===== src/design/rtr_reg_pkg.sv =====
`default_nettype none

package rtr_reg_pkg;

    localparam int reg_width      = 32;
    localparam int reg_addr_width = 4;
    localparam int num_counters   = 4;                    // Wrong MAC, non-IP, bad TTL, forwarded

    // Word address map
    typedef enum logic [reg_addr_width-1:0] {
        reg_clear           = 4'd0,                       // Write-only, zeroes the counters
        reg_mac0_low        = 4'd1,
        reg_mac0_high       = 4'd2,
        reg_mac1_low        = 4'd3,
        reg_mac1_high       = 4'd4,
        reg_mac2_low        = 4'd5,
        reg_mac2_high       = 4'd6,
        reg_mac3_low        = 4'd7,
        reg_mac3_high       = 4'd8,
        reg_wrong_mac_count = 4'd9,                       // Read-only counters from here
        reg_non_ip_count    = 4'd10,
        reg_bad_ttl_count   = 4'd11,
        reg_forwarded_count = 4'd12
    } reg_addr_t;

endpackage

`default_nettype wire


===== src/design/rtr_stream_pkg.sv =====
`default_nettype none

package rtr_stream_pkg;

    // Stream widths
    localparam int data_width  = 256;
    localparam int strb_width  = data_width / 8;         // One strobe bit per byte
    localparam int tuser_width = 128;
    localparam int beat_width  = data_width + strb_width + tuser_width + 1; // Packed FIFO entry

    // One-hot port fields in TUSER
    localparam int port_width   = 8;
    localparam int src_port_pos = 16;
    localparam int dst_port_pos = 24;

    // Header fields on the first beat
    localparam int dmac_hi      = 255;                    // Destination MAC, top 48 bits
    localparam int dmac_lo      = 208;
    localparam int ethertype_hi = 159;
    localparam int ethertype_lo = 144;
    localparam int version_hi   = 143;                    // IP version nibble
    localparam int version_lo   = 140;
    localparam int ttl_hi       = 79;
    localparam int ttl_lo       = 72;

    localparam logic [15:0] ethertype_ipv4 = 16'h0800;

    localparam int num_mac_ports = 4;

    // Header check result, in priority order after pass
    typedef enum logic [1:0] {
        verdict_pass,
        verdict_wrong_mac,
        verdict_non_ip,
        verdict_bad_ttl
    } verdict_t;

endpackage

`default_nettype wire


===== src/design/event_counters.sv =====
`timescale 1ns/1ps
`default_nettype none

module event_counters (
    input  wire                                  AXI_ACLK,
    input  wire                                  AXI_RESETN,
    input  wire                                  count_strobe,
    input  rtr_stream_pkg::verdict_t             hdr_verdict,
    input  wire                                  counter_clear,
    output logic [rtr_reg_pkg::reg_width-1:0]    wrong_mac_count,
    output logic [rtr_reg_pkg::reg_width-1:0]    non_ip_count,
    output logic [rtr_reg_pkg::reg_width-1:0]    bad_ttl_count,
    output logic [rtr_reg_pkg::reg_width-1:0]    forwarded_count
);

    always_ff @(posedge AXI_ACLK) begin
        if (!AXI_RESETN || counter_clear) begin         // Clear beats a same-cycle event
            wrong_mac_count <= '0;
            non_ip_count    <= '0;
            bad_ttl_count   <= '0;
            forwarded_count <= '0;
        end else if (count_strobe) begin
            case (hdr_verdict)                          // Counters wrap
                rtr_stream_pkg::verdict_wrong_mac: wrong_mac_count <= wrong_mac_count + 1'b1;
                rtr_stream_pkg::verdict_non_ip:    non_ip_count    <= non_ip_count + 1'b1;
                rtr_stream_pkg::verdict_bad_ttl:   bad_ttl_count   <= bad_ttl_count + 1'b1;
                default:                           forwarded_count <= forwarded_count + 1'b1;
            endcase
        end
    end

endmodule

`default_nettype wire


===== src/design/header_check.sv =====
`timescale 1ns/1ps
`default_nettype none

module header_check (
    input  wire [rtr_stream_pkg::data_width-1:0]  beat_tdata,
    input  wire [rtr_stream_pkg::tuser_width-1:0] beat_tuser,
    input  wire [47:0]                            mac_addr0,
    input  wire [47:0]                            mac_addr1,
    input  wire [47:0]                            mac_addr2,
    input  wire [47:0]                            mac_addr3,
    output rtr_stream_pkg::verdict_t              hdr_verdict,
    output logic [rtr_stream_pkg::tuser_width-1:0] fwd_tuser
);

    logic [47:0] dmac;
    logic [15:0] ethertype;
    logic [3:0]  version;
    logic [7:0]  ttl;
    logic        mac_hit;
    logic        from_cpu;
    logic [rtr_stream_pkg::port_width-1:0] src_port;

    // Field extraction
    assign dmac      = beat_tdata[rtr_stream_pkg::dmac_hi:rtr_stream_pkg::dmac_lo];
    assign ethertype = beat_tdata[rtr_stream_pkg::ethertype_hi:rtr_stream_pkg::ethertype_lo];
    assign version   = beat_tdata[rtr_stream_pkg::version_hi:rtr_stream_pkg::version_lo];
    assign ttl       = beat_tdata[rtr_stream_pkg::ttl_hi:rtr_stream_pkg::ttl_lo];

    assign mac_hit = (dmac == mac_addr0) || (dmac == mac_addr1) ||
                     (dmac == mac_addr2) || (dmac == mac_addr3);

    // First failing check wins
    always_comb begin
        if (!mac_hit)
            hdr_verdict = rtr_stream_pkg::verdict_wrong_mac;
        else if (ethertype != rtr_stream_pkg::ethertype_ipv4 || version != 4'd4)
            hdr_verdict = rtr_stream_pkg::verdict_non_ip;
        else if (ttl <= 8'd1)                           // Would expire here
            hdr_verdict = rtr_stream_pkg::verdict_bad_ttl;
        else
            hdr_verdict = rtr_stream_pkg::verdict_pass;
    end

    assign src_port = beat_tuser[rtr_stream_pkg::src_port_pos +: rtr_stream_pkg::port_width];
    // Odd ports are CPU queues
    assign from_cpu = src_port[1] | src_port[3] | src_port[5] | src_port[7];

    // CPU traffic goes to its MAC port, MAC traffic to its CPU port
    always_comb begin
        fwd_tuser = beat_tuser;
        fwd_tuser[rtr_stream_pkg::dst_port_pos +: rtr_stream_pkg::port_width] =
            from_cpu ? (src_port >> 1) : (src_port << 1);
    end

endmodule

`default_nettype wire


===== src/design/lookup_fifo.sv =====
`timescale 1ns/1ps
`default_nettype none

module lookup_fifo #(
    parameter int depth_bits = 2
) (
    input  wire                                  AXI_ACLK,
    input  wire                                  AXI_RESETN,
    input  wire [rtr_stream_pkg::beat_width-1:0] din,
    input  wire                                  wr_en,
    input  wire                                  rd_en,
    output logic [rtr_stream_pkg::beat_width-1:0] dout,
    output logic                                 empty,
    output logic                                 nearly_full
);

    localparam int depth = 1 << depth_bits;

    logic [rtr_stream_pkg::beat_width-1:0] mem [depth];  // Beat storage
    logic [depth_bits-1:0] wr_ptr;
    logic [depth_bits-1:0] rd_ptr;
    logic [depth_bits:0]   count;                        // Occupancy, 0 to depth

    always_ff @(posedge AXI_ACLK) begin
        if (wr_en) begin
            mem[wr_ptr] <= din;
        end
    end

    always_ff @(posedge AXI_ACLK) begin
        if (!AXI_RESETN) begin
            wr_ptr <= '0;
            rd_ptr <= '0;
            count  <= '0;
        end else begin
            if (wr_en) wr_ptr <= wr_ptr + 1'b1;         // Pointers wrap on their own
            if (rd_en) rd_ptr <= rd_ptr + 1'b1;
            case ({wr_en, rd_en})
                2'b10:   count <= count + 1'b1;
                2'b01:   count <= count - 1'b1;
                default: count <= count;                // Both or neither
            endcase
        end
    end

    // Fall-through, head is always on the output
    assign dout        = mem[rd_ptr];
    assign empty       = (count == '0);
    assign nearly_full = (count >= (depth_bits + 1)'(depth - 1)); // One slot of slack

    // Upstream must respect nearly_full and the FSM must not pop an empty FIFO
    assert property (@(posedge AXI_ACLK) disable iff (!AXI_RESETN)
        !(wr_en && count == (depth_bits + 1)'(depth)));
    assert property (@(posedge AXI_ACLK) disable iff (!AXI_RESETN)
        !(rd_en && empty));

endmodule

`default_nettype wire


===== src/design/lookup_fsm.sv =====
`timescale 1ns/1ps
`default_nettype none

module lookup_fsm (
    input  wire                      AXI_ACLK,
    input  wire                      AXI_RESETN,
    input  wire                      fifo_empty,
    input  wire                      fifo_tlast,
    input  rtr_stream_pkg::verdict_t hdr_verdict,
    input  wire                      m_axis_tready,
    output logic                     m_axis_tvalid,
    output logic                     fifo_rd_en,
    output logic                     count_strobe
);

    typedef enum logic [1:0] {
        st_header,                                      // Waiting on a first beat
        st_forward,                                     // Passing the rest of a good packet
        st_discard                                      // Dropping the rest of a bad packet
    } state_t;

    state_t state;
    state_t state_next;
    logic   pass;
    logic   drop_pop;

    assign pass = (hdr_verdict == rtr_stream_pkg::verdict_pass);

    // Output only for good headers and their body beats
    assign m_axis_tvalid = !fifo_empty &&
                           ((state == st_header && pass) || state == st_forward);

    // Bad packets drain one beat per cycle, no back-pressure
    assign drop_pop = !fifo_empty &&
                      ((state == st_header && !pass) || state == st_discard);

    assign fifo_rd_en   = (m_axis_tvalid && m_axis_tready) || drop_pop;
    assign count_strobe = (state == st_header) && fifo_rd_en;   // One per packet

    always_comb begin
        state_next = state;
        case (state)
            st_header: begin
                if (fifo_rd_en && !fifo_tlast)
                    state_next = pass ? st_forward : st_discard;
            end
            st_forward, st_discard: begin
                if (fifo_rd_en && fifo_tlast)
                    state_next = st_header;
            end
            default: state_next = st_header;
        endcase
    end

    always_ff @(posedge AXI_ACLK) begin
        if (!AXI_RESETN)
            state <= st_header;
        else
            state <= state_next;
    end

    // Body beats of a packet are never counted
    assert property (@(posedge AXI_ACLK) disable iff (!AXI_RESETN)
        count_strobe && !fifo_tlast |=> !count_strobe);

endmodule

`default_nettype wire


===== src/design/lookup_regs.sv =====
`timescale 1ns/1ps
`default_nettype none

module lookup_regs (
    input  wire                                   AXI_ACLK,
    input  wire                                   AXI_RESETN,
    input  wire                                   reg_wr,
    input  wire                                   reg_rd,
    input  wire [rtr_reg_pkg::reg_addr_width-1:0] reg_addr,
    input  wire [rtr_reg_pkg::reg_width-1:0]      reg_wr_data,
    output logic [rtr_reg_pkg::reg_width-1:0]     reg_rd_data,
    output logic                                  reg_ack,
    input  wire [rtr_reg_pkg::reg_width-1:0]      wrong_mac_count,
    input  wire [rtr_reg_pkg::reg_width-1:0]      non_ip_count,
    input  wire [rtr_reg_pkg::reg_width-1:0]      bad_ttl_count,
    input  wire [rtr_reg_pkg::reg_width-1:0]      forwarded_count,
    output logic [47:0]                           mac_addr0,
    output logic [47:0]                           mac_addr1,
    output logic [47:0]                           mac_addr2,
    output logic [47:0]                           mac_addr3,
    output logic                                  counter_clear
);

    logic [31:0] mac_low  [rtr_stream_pkg::num_mac_ports];
    logic [15:0] mac_high [rtr_stream_pkg::num_mac_ports];  // Upper 16 bits only
    logic        mac_sel;
    logic [1:0]  mac_idx;
    logic        mac_is_high;
    logic [rtr_reg_pkg::reg_addr_width-1:0] mac_off;

    // MAC pairs start at word 1, low word on odd addresses
    assign mac_sel     = (reg_addr >= rtr_reg_pkg::reg_mac0_low) &&
                         (reg_addr <= rtr_reg_pkg::reg_mac3_high);
    assign mac_off     = reg_addr - rtr_reg_pkg::reg_mac0_low;
    assign mac_idx     = mac_off[2:1];
    assign mac_is_high = mac_off[0];

    assign counter_clear = reg_wr && (reg_addr == rtr_reg_pkg::reg_clear);

    always_ff @(posedge AXI_ACLK) begin
        if (!AXI_RESETN) begin
            for (int i = 0; i < rtr_stream_pkg::num_mac_ports; i++) begin
                mac_low[i]  <= '0;
                mac_high[i] <= '0;
            end
        end else if (reg_wr && mac_sel) begin           // Counter writes fall through
            if (mac_is_high)
                mac_high[mac_idx] <= reg_wr_data[15:0];
            else
                mac_low[mac_idx] <= reg_wr_data;
        end
    end

    always_ff @(posedge AXI_ACLK) begin
        if (!AXI_RESETN)
            reg_ack <= 1'b0;
        else
            reg_ack <= reg_wr || reg_rd;                // One cycle after either strobe
    end

    // Registered read mux, valid with the ack
    always_ff @(posedge AXI_ACLK) begin
        if (reg_rd) begin
            if (mac_sel)
                reg_rd_data <= mac_is_high ? {16'h0, mac_high[mac_idx]} : mac_low[mac_idx];
            else
                case (rtr_reg_pkg::reg_addr_t'(reg_addr))
                    rtr_reg_pkg::reg_wrong_mac_count: reg_rd_data <= wrong_mac_count;
                    rtr_reg_pkg::reg_non_ip_count:    reg_rd_data <= non_ip_count;
                    rtr_reg_pkg::reg_bad_ttl_count:   reg_rd_data <= bad_ttl_count;
                    rtr_reg_pkg::reg_forwarded_count: reg_rd_data <= forwarded_count;
                    default:                          reg_rd_data <= '0; // Clear and unmapped
                endcase
        end
    end

    assign mac_addr0 = {mac_high[0], mac_low[0]};
    assign mac_addr1 = {mac_high[1], mac_low[1]};
    assign mac_addr2 = {mac_high[2], mac_low[2]};
    assign mac_addr3 = {mac_high[3], mac_low[3]};

    // Host side issues one access at a time
    assert property (@(posedge AXI_ACLK) disable iff (!AXI_RESETN) !(reg_wr && reg_rd));

endmodule

`default_nettype wire


===== src/design/output_port_lookup.sv =====
`timescale 1ns/1ps
`default_nettype none

module output_port_lookup (
    input  wire                                    AXI_ACLK,
    input  wire                                    AXI_RESETN,
    // Input stream
    input  wire [rtr_stream_pkg::data_width-1:0]   s_axis_tdata,
    input  wire [rtr_stream_pkg::strb_width-1:0]   s_axis_tstrb,
    input  wire [rtr_stream_pkg::tuser_width-1:0]  s_axis_tuser,
    input  wire                                    s_axis_tvalid,
    input  wire                                    s_axis_tlast,
    output wire                                    s_axis_tready,
    // Output stream
    output wire [rtr_stream_pkg::data_width-1:0]   m_axis_tdata,
    output wire [rtr_stream_pkg::strb_width-1:0]   m_axis_tstrb,
    output wire [rtr_stream_pkg::tuser_width-1:0]  m_axis_tuser,
    output wire                                    m_axis_tvalid,
    output wire                                    m_axis_tlast,
    input  wire                                    m_axis_tready,
    // Register port
    input  wire                                    reg_wr,
    input  wire                                    reg_rd,
    input  wire [rtr_reg_pkg::reg_addr_width-1:0]  reg_addr,
    input  wire [rtr_reg_pkg::reg_width-1:0]      reg_wr_data,
    output wire [rtr_reg_pkg::reg_width-1:0]      reg_rd_data,
    output wire                                    reg_ack
);

    localparam int dw = rtr_stream_pkg::data_width;
    localparam int sw = rtr_stream_pkg::strb_width;
    localparam int uw = rtr_stream_pkg::tuser_width;

    wire [rtr_stream_pkg::beat_width-1:0]  fifo_dout;   // {tlast, tuser, tstrb, tdata}
    wire                                   fifo_empty;
    wire                                   fifo_rd_en;
    wire                                   fifo_nearly_full;
    rtr_stream_pkg::verdict_t              hdr_verdict;
    wire [uw-1:0]                          fwd_tuser;
    wire                                   count_strobe;
    wire                                   counter_clear;
    wire [47:0]                            mac_addr0;
    wire [47:0]                            mac_addr1;
    wire [47:0]                            mac_addr2;
    wire [47:0]                            mac_addr3;
    wire [rtr_reg_pkg::reg_width-1:0]      wrong_mac_count;
    wire [rtr_reg_pkg::reg_width-1:0]      non_ip_count;
    wire [rtr_reg_pkg::reg_width-1:0]      bad_ttl_count;
    wire [rtr_reg_pkg::reg_width-1:0]      forwarded_count;

    assign s_axis_tready = !fifo_nearly_full;

    lookup_fifo #(.depth_bits(2)) u_fifo (
        .AXI_ACLK    (AXI_ACLK),
        .AXI_RESETN  (AXI_RESETN),
        .din         ({s_axis_tlast, s_axis_tuser, s_axis_tstrb, s_axis_tdata}),
        .wr_en       (s_axis_tvalid && s_axis_tready),
        .rd_en       (fifo_rd_en),
        .dout        (fifo_dout),
        .empty       (fifo_empty),
        .nearly_full (fifo_nearly_full)
    );

    header_check u_check (
        .beat_tdata  (fifo_dout[dw-1:0]),
        .beat_tuser  (fifo_dout[dw+sw +: uw]),
        .mac_addr0   (mac_addr0),
        .mac_addr1   (mac_addr1),
        .mac_addr2   (mac_addr2),
        .mac_addr3   (mac_addr3),
        .hdr_verdict (hdr_verdict),
        .fwd_tuser   (fwd_tuser)
    );

    lookup_fsm u_fsm (
        .AXI_ACLK      (AXI_ACLK),
        .AXI_RESETN    (AXI_RESETN),
        .fifo_empty    (fifo_empty),
        .fifo_tlast    (fifo_dout[rtr_stream_pkg::beat_width-1]),
        .hdr_verdict   (hdr_verdict),
        .m_axis_tready (m_axis_tready),
        .m_axis_tvalid (m_axis_tvalid),
        .fifo_rd_en    (fifo_rd_en),
        .count_strobe  (count_strobe)
    );

    // Data passes through untouched, only TUSER is rewritten
    assign m_axis_tdata = fifo_dout[dw-1:0];
    assign m_axis_tstrb = fifo_dout[dw +: sw];
    assign m_axis_tuser = fwd_tuser;
    assign m_axis_tlast = fifo_dout[rtr_stream_pkg::beat_width-1];

    event_counters u_counters (
        .AXI_ACLK        (AXI_ACLK),
        .AXI_RESETN      (AXI_RESETN),
        .count_strobe    (count_strobe),
        .hdr_verdict     (hdr_verdict),
        .counter_clear   (counter_clear),
        .wrong_mac_count (wrong_mac_count),
        .non_ip_count    (non_ip_count),
        .bad_ttl_count   (bad_ttl_count),
        .forwarded_count (forwarded_count)
    );

    lookup_regs u_regs (
        .AXI_ACLK        (AXI_ACLK),
        .AXI_RESETN      (AXI_RESETN),
        .reg_wr          (reg_wr),
        .reg_rd          (reg_rd),
        .reg_addr        (reg_addr),
        .reg_wr_data     (reg_wr_data),
        .reg_rd_data     (reg_rd_data),
        .reg_ack         (reg_ack),
        .wrong_mac_count (wrong_mac_count),
        .non_ip_count    (non_ip_count),
        .bad_ttl_count   (bad_ttl_count),
        .forwarded_count (forwarded_count),
        .mac_addr0       (mac_addr0),
        .mac_addr1       (mac_addr1),
        .mac_addr2       (mac_addr2),
        .mac_addr3       (mac_addr3),
        .counter_clear   (counter_clear)
    );

endmodule

`default_nettype wire


===== config.mk =====
export PLATFORM = sky130hd
export DESIGN_NAME = output_port_lookup
export DESIGN_NICKNAME = d
export VERILOG_FILES = /design/src/design/rtr_reg_pkg.sv /design/src/design/rtr_stream_pkg.sv /design/src/design/event_counters.sv /design/src/design/header_check.sv /design/src/design/lookup_fifo.sv /design/src/design/lookup_fsm.sv /design/src/design/lookup_regs.sv /design/src/design/output_port_lookup.sv
export SDC_FILE = /design/constraint.sdc
export NUM_CORES = 2
export LEC_CHECK = 0
export BUFFER_PORTS_ARGS = -buffer_cell sky130_fd_sc_hd__buf_4
export CORE_ASPECT_RATIO = 0.6
export CORE_MARGIN = 5
export CORE_UTILIZATION = 60
export CTS_CLUSTER_SIZE = 40
export DETAILED_ROUTE_END_ITERATION = 8
export GPL_TIMING_DRIVEN = 0
export PLACE_DENSITY = 0.79
export RECOVER_POWER = 25
export SYNTH_ARGS = -nofsm -noshare
export SYNTH_HDL_FRONTEND = slang
export SYNTH_SLANG_ARGS = --single-unit

===== constraint.sdc =====
create_clock -name AXI_ACLK -period 41.3 [get_ports AXI_ACLK]
set_input_delay 10.325 -clock AXI_ACLK [delete_from_list [all_inputs] [get_ports AXI_ACLK]]
set_output_delay 10.325 -clock AXI_ACLK [all_outputs]
set_load 0.1 [all_outputs]

==> results_dict.tcl <==
set metrics [dict create \
    design.die.area_sq_um 139000 \
    synth_async_sr_flop_share_pct 0 \
    cts_buffer_depth 3 \
    startpoint_type "register" \
    num_vias 45700 \
    synth_nets 4525 \
    synth_flop_cell "edfxtp_1" \
    synth.yosys.seq_area_share_pct 74.2 \
    worstSetupPathType "reg -> out" \
    die_height_microns 291 \
    die-width_microns 478 \
    path_cells "buf_2 -> clkbuf_1 -> mux4_2 -> buf_2 -> xnor2_1 -> nand4_1 -> nor4_1 -> nand3_1 -> nand4_1 -> buf_2 -> buf_2 -> a31oi_1 -> nor2_1 -> buf_4" \
    skew_ns 0.0584 \
    combPwrFrac_pct 43.0 \
    cts_tree "yes" \
    swShare_pct 44.0 \
    root_buffer "clkbuf_16" \
    overflow 0 \
    numPortBuffers 902 \
    cts_setup_buffers 0 \
    worstMarginPinSlew_ns 1.44 \
    slowest_stage "nor4_1" \
    ctsResizeCount 0 \
    setup_viol 0 \
    leakagePower_uw 0.0301 \
    initial_utilization_pct 60.2 \
    maxCapViolCount 0 \
    drt_wl_total_mm 231 \
    fmax_ghz 0.0580 \
    nets 5642 \
    layout_worst_path_cycle_share_pct 41.8 \
    netlist_instances 4049 \
    status "finished, final reports clean" \
    rsz0062_at_grt "no" \
    power_frac_seq_pct 34.3 \
    hold_buffers 0 \
    insertion_delay_ns 0.82 \
    clk_pin_slew_ns 0.06 \
    htreeDepth 4 \
    ant_nets 0 \
    final_hold_viol_count 0 \
    synth-edff-count 1860 \
    grt_pass1_vias 45300 \
    place_area_sq_um 89000 \
    power.density_nw_per_um2 77.4 \
    cp_num_buf_inv 6 \
    ys_ff_latch 2000 \
    cp_top_family "simple AND/OR/NAND/NOR gates" \
    intPower_uw 4070 \
    yosysTopAreaCell "edfxtp_1" \
    antenna_found_initial 50 \
    hp-class "reg -> reg" \
    path_max_fanout 10 \
    drt_iter0_drc 5814 \
    grt_max_degree 61 \
    whs_ns 0.504 \
    syn2layout_area_growth_pct 18.6 \
    critPathCaptureType "primary output" \
    ioPinCount 911 \
    cpMostUsedCell "buf_2" \
    place_ws_ns 25.16 \
    worstPathRequired_ns 30.98 \
    synth_area_per_cell_sq_um 19.5 \
    drive_above_1_share_pct 27.5 \
    fin_ws_ns 24.05 \
    grt_first_pass_wirelength_mm 327 \
    rows 103 \
    slowest_delay_ns 0.88 \
    cts_buffers 174 \
    fin_area_sq_um 93700 \
    syn-cell-area_sq_um 79000 \
    drt_first_pass_iters 6 \
    cts_sinks 2000 \
    finalWeightedCongestion 1.01 \
    relSlewSlack_pct 3.37 \
    clkPwrFrac_pct 22.6 \
    core_sq_um 131000 \
    tns_ns 0 \
    ir_worst_vdd_v 0.0000811 \
    min_period_ns 17.25 \
    avgRoutedWirePerCell_microns 32.6 \
    viasPerCell 6.44 \
    yosysWarnings 0 \
    ys_types 56 \
    drc 0 \
    dp_hpwl_mm 165 \
    synth.area.top_cells "edfxtp_1 71%, mux4_2 13%, dfxtp_1 3.5%, xnor2_1 2.2%, and2_1 1.7%" \
    fin_total_pwr_uw 7260 \
    synth_top_area_share_pct 70.7 \
    final_max_slew_viol_count 0 \
    grt_usage_pct 32.8 \
    p_sw_uw 3190 \
    arrival_ns 6.92 \
]
==> layout make-up <==
type | count | area [sq um]
repair buffers | 941 | 6580
clock inverters | 102 | 1070
inverters | 38 | 143
fillers | 8131 | 37500
plain buffers | 260 | 1110
multi-input cells | 1751 | 19200
well taps | 1732 | 2170
clock buffers | 222 | 4670
flip-flops and latches | 2000 | 58700
diodes | 48 | 120
==> synthesized netlist by cell type (16+ instances only) <==
master / n
a31oi_1: 17
mux2i_1: 20
and2_1: 216
nor4_1: 26
and3_1: 39
or3_1: 39
nand2_1: 53
a21oi_1: 147
o22ai_1: 16
a31o_2: 21
nor2_1: 30
ha_1: 16
a221oi_1: 16
dfxtp_1: 140
clkbuf_1: 156
nand4_1: 94
inv_1: 38
mux4_2: 461
a22oi_1: 32
o21ai_0: 54
buf_1: 42
o31ai_1: 51
edfxtp_1: 1860
nand3_1: 52
xnor2_1: 195
buf_2: 53
a22o_1: 16
or4_1: 55
==> logic make-up (layout without fill, tap and decap cells) <==
group | count (synthesis) | count (layout) | share of synthesized area [%]
xor+xnor | 199 | 199 | 2.21
flops | 2000 | 2000 | 74.2
mux | 484 | 484 | 13.4
buf+inv | 298 | 1563 | 1.58
simple gates | 661 | 661 | 5.10
other cells | 0 | 48 | 0
compound gates | 390 | 390 | 3.17
fa+ha+maj | 17 | 17 | 0.279
==> path summary, 6_finish.rpt <==
| check | from | to | slack [ns] | cells after the start |
|---|---|---|---|---|
| min reg2reg | u_counters.non_ip_count[26] | u_counters.non_ip_count[26] | 0.50 | 2 |
| max | register | m_axis_tvalid | 24.05 | 14 |
| max reg2reg | register | u_fifo.count[2] | 35.27 | 16 |
| min | u_counters.non_ip_count[26] | u_counters.non_ip_count[26] | 0.50 | 2 |
==> power by group through the flow <==
stage / logic [uW] / clock network [uW] / registers (uW)
after floorplan: 2280 / 0 / 2630
after global placement: 3070 / 0 / 2700
after detailed placement: 3110 / 0 / 2530
after CTS: 3130 / 1660 / 2490
after global routing: 3190 / 1760 / 2500
final: 3120 / 1640 / 2490
==> per-layer routing <==
layer / wire, microns / GRT usage (%) / vias to the layer above
met5: 128 / 0 / -
met2: 108000 / 49.7 / 2809
met1: 86400 / 45.0 / 23500
li1: - / - / 18900
met4: 9560 / 12.5 / 18
met3: 27500 / 11.1 / 465
==> state kept, by name (all words and copies together) (netlist names), 3 cells and up, named ones only <==
| register | count |
|---|---|
| u_counters.forwarded_count | 32 |
| u_regs.reg_rd_data | 32 |
| u_counters.wrong_mac_count | 32 |
| u_counters.non_ip_count | 32 |
| u_regs.mac_low | 128 |
| u_counters.bad_ttl_count | 32 |
| u_fifo.mem | 1636 |
| u_regs.mac_high | 64 |
| u_fifo.count | 3 |
==> cells in the final DEF (no fill, tap or decap), types with 34 or more instances in the layout <==
| master | netlist | final |
|---|---|---|
| diode_2 | 0 | 48 |
| xnor2_1 | 195 | 195 |
| and3_1 | 39 | 35 |
| buf_2 | 53 | 54 |
| nand2_1 | 53 | 53 |
| buf_4 | 4 | 602 |
| o21ai_0 | 54 | 50 |
| or3_1 | 39 | 39 |
| clkinv_1 | 0 | 34 |
| clkinv_2 | 0 | 35 |
| dfxtp_1 | 140 | 140 |
| o31ai_1 | 51 | 51 |
| edfxtp_1 | 1860 | 1860 |
| buf_1 | 42 | 41 |
| inv_1 | 38 | 38 |
| clkbuf_1 | 156 | 501 |
| and2_1 | 216 | 216 |
| clkbuf_16 | 0 | 177 |
| nand3_1 | 52 | 52 |
| a21oi_1 | 147 | 147 |
| or4_1 | 55 | 55 |
| nand4_1 | 94 | 94 |
| mux4_2 | 461 | 461 |
==> worst register-to-register path: cells and delay by family, from the launching register on <==
| family | cells | cell delay [ns] |
|---|---|---|
| mux | 1 | 0.40 |
| fa+ha+maj | 2 | 0.39 |
| xor+xnor | 2 | 0.80 |
| compound gates | 2 | 0.69 |
| simple gates | 5 | 2.15 |
| flops | 1 | 0.30 |
| buf+inv | 4 | 1.21 |
==> metrics by stage <==
step	utilization, %	instances
2_1_floorplan	-	4049
3_3_place_gp	67.0	6683
3_5_place_dp	67.8	6722
4_1_cts	72.2	7046
5_1_grt	71.4	7075
6_report	71.4	7094
(Power assumes the default switching activity.)
